==> config.mk <==
export PLATFORM = sky130hd
export DESIGN_NAME = pc_unit
export DESIGN_NICKNAME = d
export VERILOG_FILES = /design/src/hdl/fetch_pkg.sv /design/src/hdl/pc_unit.sv
export VERILOG_INCLUDE_DIRS = /design/src /design/src/include
export SDC_FILE = /design/constraint.sdc
export NUM_CORES = 1
export LEC_CHECK = 0
export ABC_AREA = 1
export BUFFER_PORTS_ARGS = -buffer_cell sky130_fd_sc_hd__buf_2
export CORE_ASPECT_RATIO = 1.5
export CORE_UTILIZATION = 50
export CTS_BUF_LIST = sky130_fd_sc_hd__clkbuf_16
export DETAILED_ROUTE_END_ITERATION = 12
export GPL_TIMING_DRIVEN = 0
export PLACE_DENSITY = 0.71
export SLEW_MARGIN = 20
export SYNTH_ARGS = -nofsm -noshare
export SYNTH_HDL_FRONTEND = slang
export SYNTH_SLANG_ARGS = --single-unit
==> constraint.sdc <==
create_clock -name clk -period 2.65 [get_ports clk]
set_clock_uncertainty 0.05 [all_clocks]
set_input_delay 0.1325 -clock clk [delete_from_list [all_inputs] [get_ports clk]]
set_output_delay 0.1325 -clock clk [all_outputs]
set_load 0.005 [all_outputs]
==> src/include/fetch_cfg.svh <==
`ifndef FETCH_CFG_SVH
`define FETCH_CFG_SVH

// datapath word, shared by instructions, data and the pc
`define FETCH_WORD_W 32

// word addresses, one word per entry
`define FETCH_IMEM_AW 8
`define FETCH_DMEM_AW 8

// loader address, top bit picks the memory
`define FETCH_LOAD_AW 9

// start address after reset or after a load
`define FETCH_PC_RESET 32'd0

`endif
==> src/hdl/fetch_pkg.sv <==
`default_nettype none

`include "fetch_cfg.svh"

package fetch_pkg;

    typedef struct packed {
        logic                        we;          // one-cycle pulse per word
        logic [`FETCH_LOAD_AW-1:0]   addr;        // msb selects dmem
        logic [`FETCH_WORD_W-1:0]    data;
    } load_wr_t;

    typedef struct packed {
        logic                        we;
        logic [`FETCH_IMEM_AW-1:0]   addr;        // dmem has the same width
        logic [`FETCH_WORD_W-1:0]    data;
    } mem_wr_t;

    typedef struct packed {
        logic                        offset_en;   // pc + value
        logic                        jump_en;     // value + 1
        logic [`FETCH_WORD_W-1:0]    value;
    } redirect_t;

    typedef struct packed {
        logic                        valid;
        logic [`FETCH_WORD_W-1:0]    pc;
        logic [`FETCH_WORD_W-1:0]    instruction; // word stored at pc
    } fetch_out_t;

endpackage

`default_nettype wire

==> src/hdl/pc_unit.sv <==
`default_nettype none
`timescale 1ns/1ps

`include "fetch_cfg.svh"

module pc_unit import fetch_pkg::*; (
    input  logic                     clk,
    input  logic                     rst_n,
    input  logic                     run_en,   // advance this cycle
    input  logic                     restart,  // back to start address
    input  redirect_t                redirect, // from execute
    output logic [`FETCH_WORD_W-1:0] pc
);

    logic [`FETCH_WORD_W-1:0] pc_next;
    logic [`FETCH_WORD_W-1:0] pc_inc;

    assign pc_inc = pc + `FETCH_WORD_W'd1;

    // both enables set is treated as no redirect
    always_comb begin
        case ({redirect.offset_en, redirect.jump_en})
            2'b10:   pc_next = pc + redirect.value;                // relative branch
            2'b01:   pc_next = redirect.value + `FETCH_WORD_W'd1;  // jump past target
            default: pc_next = pc_inc;
        endcase
    end

    always_ff @(posedge clk) begin
        if (!rst_n || restart) begin
            pc <= `FETCH_PC_RESET;             // restart wins over run_en
        end else if (run_en) begin
            pc <= pc_next;
        end
    end

endmodule

`default_nettype wire

Yosys cells after proc, flatten, opt, wreduce, memory -nomap -nowiden
Cells that the tools add are included.
{"block": "op_classes", "n_addsub": 3, "n_eq_ne": 2, "n_mux": 1, "n_reduce_logical": 2}
{"op": "32-bit by 1-bit adder with 32-bit output (second input constant)", "n": 2}
{"op": "32-bit case mux with 2 select lines", "n": 1}
{"op": "32-bit adder", "n": 1}
{"op": "2-bit by 1-bit equality test with 1-bit output (second input constant)", "n": 1}
{"op": "2-bit equality test (second input constant)", "n": 1}
{"op": "1-bit logical NOT", "n": 1}
{"op": "1-bit logical OR", "n": 1}
{"block": "totals", "reg_bits": 32, "out_inout_bits": 32}

Logic depth before layout (Yosys ltp)
Gate-level depths: netlist of run 1.
{"block": "depth", "ltp_word": 2, "depth_mapped": 17, "ltp_nobuf": 17}

Worst setup path after synthesis of run 1
OpenSTA, ideal clock, no wires.
{"block": "synth_path", "path_type": "flip-flop to flip-flop", "startpoint": "reg pc[0]", "endpoint": "reg pc[30]", "setup_ns": 0.109, "t_arrival_ns": 1.836, "path_slack_ns": 0.656, "stages_incl_launch_ff": 15, "n_path_buf": 0, "period_less_slack_ns": 1.994, "path_cell_list": "dfxtp_1 -> ha_1 -> fa_1 -> nand3_1 -> nand3_1 -> nand2_1 -> nand2_1 -> nand2_1 -> nand2_1 -> nand2_1 -> nand3_1 -> nand3_1 -> nand3_1 -> nand2_1 -> inv_1"}
{"block": "synth_via", "elab_chain_len": 2, "elab_cells_between_ends": 3, "cone_classes": "2 x add/sub; 1 x mux"}
{"element": "start, declared", "line_no": "pc_unit.sv:12", "text": "output logic [`FETCH_WORD_W-1:0] pc"}
{"element": "start signal, assigned", "line_no": "pc_unit.sv:31", "text": "pc <= `FETCH_PC_RESET;"}
{"element": "start signal, assigned", "line_no": "pc_unit.sv:33", "text": "pc <= pc_next;"}
{"element": "32-bit by 1-bit adder with 32-bit output or 32-bit adder (tied branches)", "line_no": "pc_unit.sv:18, pc_unit.sv:23"}
{"element": "32-bit case mux with 2 select lines *", "line_no": "pc_unit.sv:22", "text": "case ({redirect.offset_en, redirect.jump_en})"}
Every way passes the cells marked *; elsewhere a longest branch is shown, timed or not.
A chain may end at the register's enable or synchronous reset.

Final worst setup path of run 1
Ends and elaborated chain as after synthesis.

==> results.md, run 1 <==
* CTS tree: built
* Cts repair resizes at 0
* Post-Synthesis Cells at 1038
* Clock tree buffer depth at 2
* Pwr/cell area at 318.8 nW/um2
* Post-route setup slack at 232.1 ps
* Final core utilization at 58.19%
* Final setup fails at 0
* Root Buffer: clkbuf_16
* Register area share after synthesis at 12.23%
* Met3 GRT Util at 3.553%
* Leakage power at 3.421 nW
* GRT Total Usage at 35.06%
* Routed vias/inst at 5.361
* Total die area at 10900 um2
* CP arrival at 2600 ps
* Worst path top cell family by delay: simple AND/OR/NAND/NOR gates
* First-pass GRT wire length at 29080 um
* Post-layout minimum cycle time at 2418 ps
* Routability cong. at 0.9749
* Final hold vios at 0
* Total CTS buffers at 5
* Final Max Tran Viols at 0
* Max cap viols at 0
* DP HPWL at 15880 um
* CP max-delay cell: fa_2
* Worst-path fanout max at 5
* CP Launch Type: flip-flop
* Power, Total at 1.880 mW
* Fin crit share at 91.24%
* CP bufs+invs at 1
* Die Y at 127.4 um
* Die W at 85.59 um
* Synth Flop Type: dfxtp_1
* Synth area leaders: nand2_1, dfxtp_1, inv_1
* Worst R2R Path Depth at 15
* CTS H-Tree Depth at 2
* Crit end category: flip-flop
* Largest net degree at the start of global routing at 11
* CP max stage delay at 430 ps
* # IOs at 70
* Drt drc at 0
* Clock sink count at 32
* Hold Path Class: in -> reg
* Number of synthesized flops with an enable pin at 0
* Post-synth top area share at 30.52%
* Hold Path Cell Cnt at 6
* Final Routed Wirelength at 19110 um
* Max reg flops at 32
* Worst slew pin tran at 799.2 ps
* Area post-placement at 5727 um2
* CP most frequent cell: nand2_1
* Largest Register: pc
* Post-route insts no fill at 1231
* Crit path depth at 15
* DR iter-0 viols at 528
* Hold slack final at 199.3 ps
* Setup TNS at 0 ps
* Post-synth top area cell: nand2_1
* Largest regs: pc (32)
* Postcts setup bufs at 0
* Starting Density at 51.70%
* Critical Path, Cell by Cell: ha_1, fa_2, nand3_1, nand3_2, nand2_1, nand2_1, nand2_1, nand2_1, nand2_1, nand2_1, nand2_1, nand3_1, nand3_1, nand2_1, inv_1
* R2r setup slk at 230 ps
* Port Buffer Count at 68
* Top Usage Layer GRT: met2
* Core Area at 10130 um2
* Grt met1 use at 38.10%
* Distinct cells, synth at 30
* Design area at 5897 um2
* DRT Pass-1 Iters at 6
* # diodes at 0
* Clk Latency, worst-skew pair at 290 ps
* FP Rows at 45
* Worst IR Drop VDD at 0.3116 mV
* Avg WL per Cell at 15.52 um
* Share of cells above drive strength 1 at 9.695%
* Via count of the first global-routing pass at 5912
* Unrepaired setup endpoints after global routing: no
* Hold-fix buffers at CTS at 0
* GRT met2 Usage at 60.33%
* Layout Nets at 1184
* Critical path class: reg -> reg
* Grt ovf at 0
* Synth Net Count at 1109
* YS warnings at 0
* Average size of a mapped cell at 5.048 um2
* Synthesis-to-finish area growth at 12.54%
* Most frequent cell after synthesis: nand2_1
* Via count at 6599
* Reg clk slew, reported paths at 60 ps
* Synth Cell Area at 5240 um2
* Status: completed
* Most frequent cells after synthesis: nand2_1, inv_1, nor2_1, nand3_1, a21oi_1
* Flops & latches, synth at 32
* Cell Count Post-Placement at 1223
* Antenna violations before repair at 0
* Ys async rst share at 0%
* Place WS at 142.1 ps
* Required time at the worst-slack endpoint at 2830 ps
* Slew HR at 46.72%
* Post-route ant nets at 0
* F_max at 413.6 MHz
==> area by class of cell <==
cell class	instances	area, um2
Buffer	25	135.1
Clock buffer	5	125.1
Clock inverter	3	37.54
Fill cell	1145	4238
Inverter	168	630.6
Multi-Input combinational cell	813	3841
Sequential cell	32	640.6
Tap cell	117	146.4
Timing Repair Buffer	68	340.3
==> layout by cell type, fill, tap and decap left out, types with 14 or more instances in the layout <==
cell	instances
o21ai_0	29
a21oi_1	37
nand3_1	102
inv_1	167
nor2_1	107
dfxtp_1	32
nand2_1	426
ha_1	32
buf_2	71
clkbuf_1	15
xor2_1	14
==> worst reg2reg max path, stage by stage, from the launching register on <==
cell,delay [ps]
dfxtp_1,330
ha_1,280
fa_2,430
nand3_1,120
nand3_2,120
nand2_1,90
nand2_1,80
nand2_1,80
nand2_1,120
nand2_1,160
nand2_1,80
nand2_1,70
nand3_1,110
nand3_1,130
nand2_1,50
inv_1,50
==> final timing paths <==
| kind | endpoint | startpoint |
|---|---|---|
| max | pc[30] | pc[0] |
| min reg2reg | pc[0] | pc[0] |
| min | pc[13] | restart |
| max reg2reg | pc[30] | pc[0] |
==> logic make-up (layout without fill, tap and decap cells) <==
group	count (synthesis)	in the layout	synth area share, %
compound gates	82	82	8.286
xor+xnor	17	17	2.842
fa+ha+maj	33	33	8.023
buf+inv	193	269	14.61
flops	32	32	12.23
simple gates	681	681	54.01
==> power breakdown <==
part           internal (mW)  switching [mW]
registers              0.502          0.0318
logic                  0.230           0.453
clock network          0.437           0.226
==> per-layer routing <==
layer / part of all wire [%] / up-vias
li1: - / 3362
met1: 38 / 2850
met2: 47 / 297
met3: 6.2 / 90
met4: 9.0 / 0
met5: 0 / -
Note: power is estimated with default switching activity, not from simulation.
==> inputs of run 2 (changes only) <==
--- a/config.mk
+++ b/config.mk
@@ -8,12 +8,12 @@
 export LEC_CHECK = 0
 export ABC_AREA = 1
 export BUFFER_PORTS_ARGS = -buffer_cell sky130_fd_sc_hd__buf_2
+export CAP_MARGIN = 20
 export CORE_ASPECT_RATIO = 1.5
-export CORE_UTILIZATION = 50
+export CORE_UTILIZATION = 45
 export CTS_BUF_LIST = sky130_fd_sc_hd__clkbuf_16
 export DETAILED_ROUTE_END_ITERATION = 12
 export GPL_TIMING_DRIVEN = 0
-export PLACE_DENSITY = 0.71
 export SLEW_MARGIN = 20
 export SYNTH_ARGS = -nofsm -noshare
 export SYNTH_HDL_FRONTEND = slang
==> results.md, run 2 (synthesized netlist as in run 1, its figures left out) <==
* Via count at 6445 (-2.3%)
* Total CTS buffers at 5 (unchanged)
* Antenna violations before repair at 0 (unchanged)
* Final core utilization at 53.14% (-5.0 points)
* Post-route ant nets at 0 (unchanged)
* Clock sink count at 32 (unchanged)
* Core Area at 11170 um2 (+10%)
* Worst IR Drop VDD at 0.3166 mV (+1.6%)
* Starting Density at 46.90% (-4.8 points)
* Crit end category: flip-flop
* Critical Path, Cell by Cell: ha_2, fa_2, nand3_1, nand3_1, nand2_1, nand2_1, nand2_1, nand2_1, nand2_1, nand3b_1, nand3_1, nand3_1, nand2_1, inv_1
* CP max-delay cell: fa_2
* Register area at 640.6 um2 (unchanged)
* Largest regs: pc (32)
* Grt ovf at 0 (unchanged)
* Final hold vios at 0 (unchanged)
* DR iter-0 viols at 444 (-16%)
* Fin crit share at 93.53% (+2.3 points)
* Final setup fails at 0 (unchanged)
* Power, Total at 1.905 mW (+1.3%)
* Worst-path fanout max at 5 (unchanged)
* DRT Pass-1 Iters at 8 (+2)
* Final Max Tran Viols at 0 (unchanged)
* Total die area at 12090 um2 (+11%)
* Filler cell count at 1351 (+18%)
* Hold Path Class: in -> reg
* Postcts setup bufs at 0 (unchanged)
* Area of the multi-input gates at 3839 um2 (about the same)
* Most frequent cells in the layout: nand2_1, inv_1, nor2_1, nand3_1, buf_2
* Avg WL per Cell at 15.99 um (+3.0%)
* Status: completed
* Worst slew pin tran at 773.2 ps (-26.00 ps)
* Place WS at -12.49 ps (-154.6 ps)
* Share of cells above drive strength 1 at 9.874% (+0.18 points)
* Layout Nets at 1184 (unchanged)
* CP max stage delay at 420 ps (about the same)
* Required time at the worst-slack endpoint at 2790 ps (-40 ps)
* Final Routed Wirelength at 20170 um (+5.6%)
* Largest Register: pc
* Die W at 90.11 um (+5.3%)
* Unrepaired setup endpoints after global routing: no
* CP most frequent cell: nand2_1
* # diodes at 0 (unchanged)
* Via count of the first global-routing pass at 6089 (+3.0%)
* Reg clk slew, reported paths at 60 ps (about the same)
* Drt drc at 0 (unchanged)
* Setup TNS at 0 ps (unchanged)
* Hold slack final at 203.8 ps (+4.567 ps)
* CTS tree: built
* Leakage power at 3.413 nW (-0.23%)
* Commonest non-fill, non-tap cell in the layout: nand2_1
* GRT Total Usage at 33.87% (-1.2 points)
* Routed vias/inst at 5.111 (-4.7%)
* Cts repair resizes at 1 (+1)
* Max cap viols at 0 (unchanged)
* FP Rows at 47 (+4.4%)
* Worst path top cell family by delay: simple AND/OR/NAND/NOR gates
* CP Launch Type: flip-flop
* Die Y at 134.2 um (+5.3%)
* Pwr/cell area at 320.9 nW/um2 (+0.65%)
* Clk Latency, worst-skew pair at 290 ps (about the same)
* Clock tree buffer depth at 2 (unchanged)
* Slew HR at 48.46% (+1.7 points)
* F_max at 403.4 MHz (-2.5%)
* Port Buffer Count at 68 (unchanged)
* Synthesis-to-finish area growth at 13.30%
* Root Buffer: clkbuf_16
* Critical path class: reg -> reg
* CP bufs+invs at 1 (unchanged)
* Post-route setup slack at 171.3 ps (-60.77 ps)
* First-pass GRT wire length at 31330 um (+7.7%)
* CP arrival at 2620 ps (+20 ps)
* Hold-fix buffers at CTS at 0 (unchanged)
* Post-layout minimum cycle time at 2479 ps (+60.77 ps)
* Max reg flops at 32 (unchanged)
* Routability cong. at 0.9931 (+1.9%)
* DP HPWL at 17030 um (+7.2%)
* CTS H-Tree Depth at 2 (unchanged)
* # IOs at 70 (unchanged)
* Largest net degree at the start of global routing at 12 (+1)
[run 2: worst paths after layout]
path	start	endpoint	slack, ps	cells past startpoint
hold reg to reg	pc[0]	pc[0]	520	2
hold / removal	restart	pc[13]	200	6
setup reg to reg	pc[0]	pc[22]	170	14
setup / recovery	pc[0]	pc[22]	170	14
[run 2: per-stage QoR]
step / instances / instance area, um2
final: 1261 / 5937
after global routing: 1261 / 5937
after CTS: 1261 / 5934
after detailed placement: 1253 / 5764
after global placement: 1253 / 5764
after floorplan: 1038 / 5240
[run 2: area by class of cell]
cell class | instances | share of cell area [%]
Multi-Input combinational cell | 813 | 64.66
Sequential cell | 32 | 10.79
Inverter | 168 | 10.62
Timing Repair Buffer | 68 | 5.732
Tap cell | 147 | 3.098
Buffer | 25 | 2.276
Clock buffer | 5 | 2.107
Clock inverter | 3 | 0.7165
[run 2: routing by layer]
layer  global-route usage (%)  wire length (um)  up-vias  part of all wire (%)
met5                        0                 0        -                     0
met4                    20.88              1379        0                   6.8
met3                    2.608               932       59                   4.6
met2                    63.78             10020      228                    50
met1                    36.38              7837     2804                    39
li1                         -                 -     3354                     -
[run 2: worst register-to-register path, cell delays in order, from the launching register on]
cell and delay (ps):
dfxtp_1 330, ha_2 220, fa_2 420, nand3_1 110, nand3_1 200, nand2_1 110, nand2_1 100, nand2_1 80
nand2_1 140, nand2_1 120, nand3b_1 80, nand3_1 190, nand3_1 110, nand2_1 80, inv_1 30
[run 2: power breakdown]
part | internal, mW | switching [mW] | total, mW
combinational | 0.229 | 0.459 | 0.688
sequential | 0.502 | 0.0320 | 0.534
clock | 0.442 | 0.241 | 0.683
total | 1.17 | 0.732 | 1.91
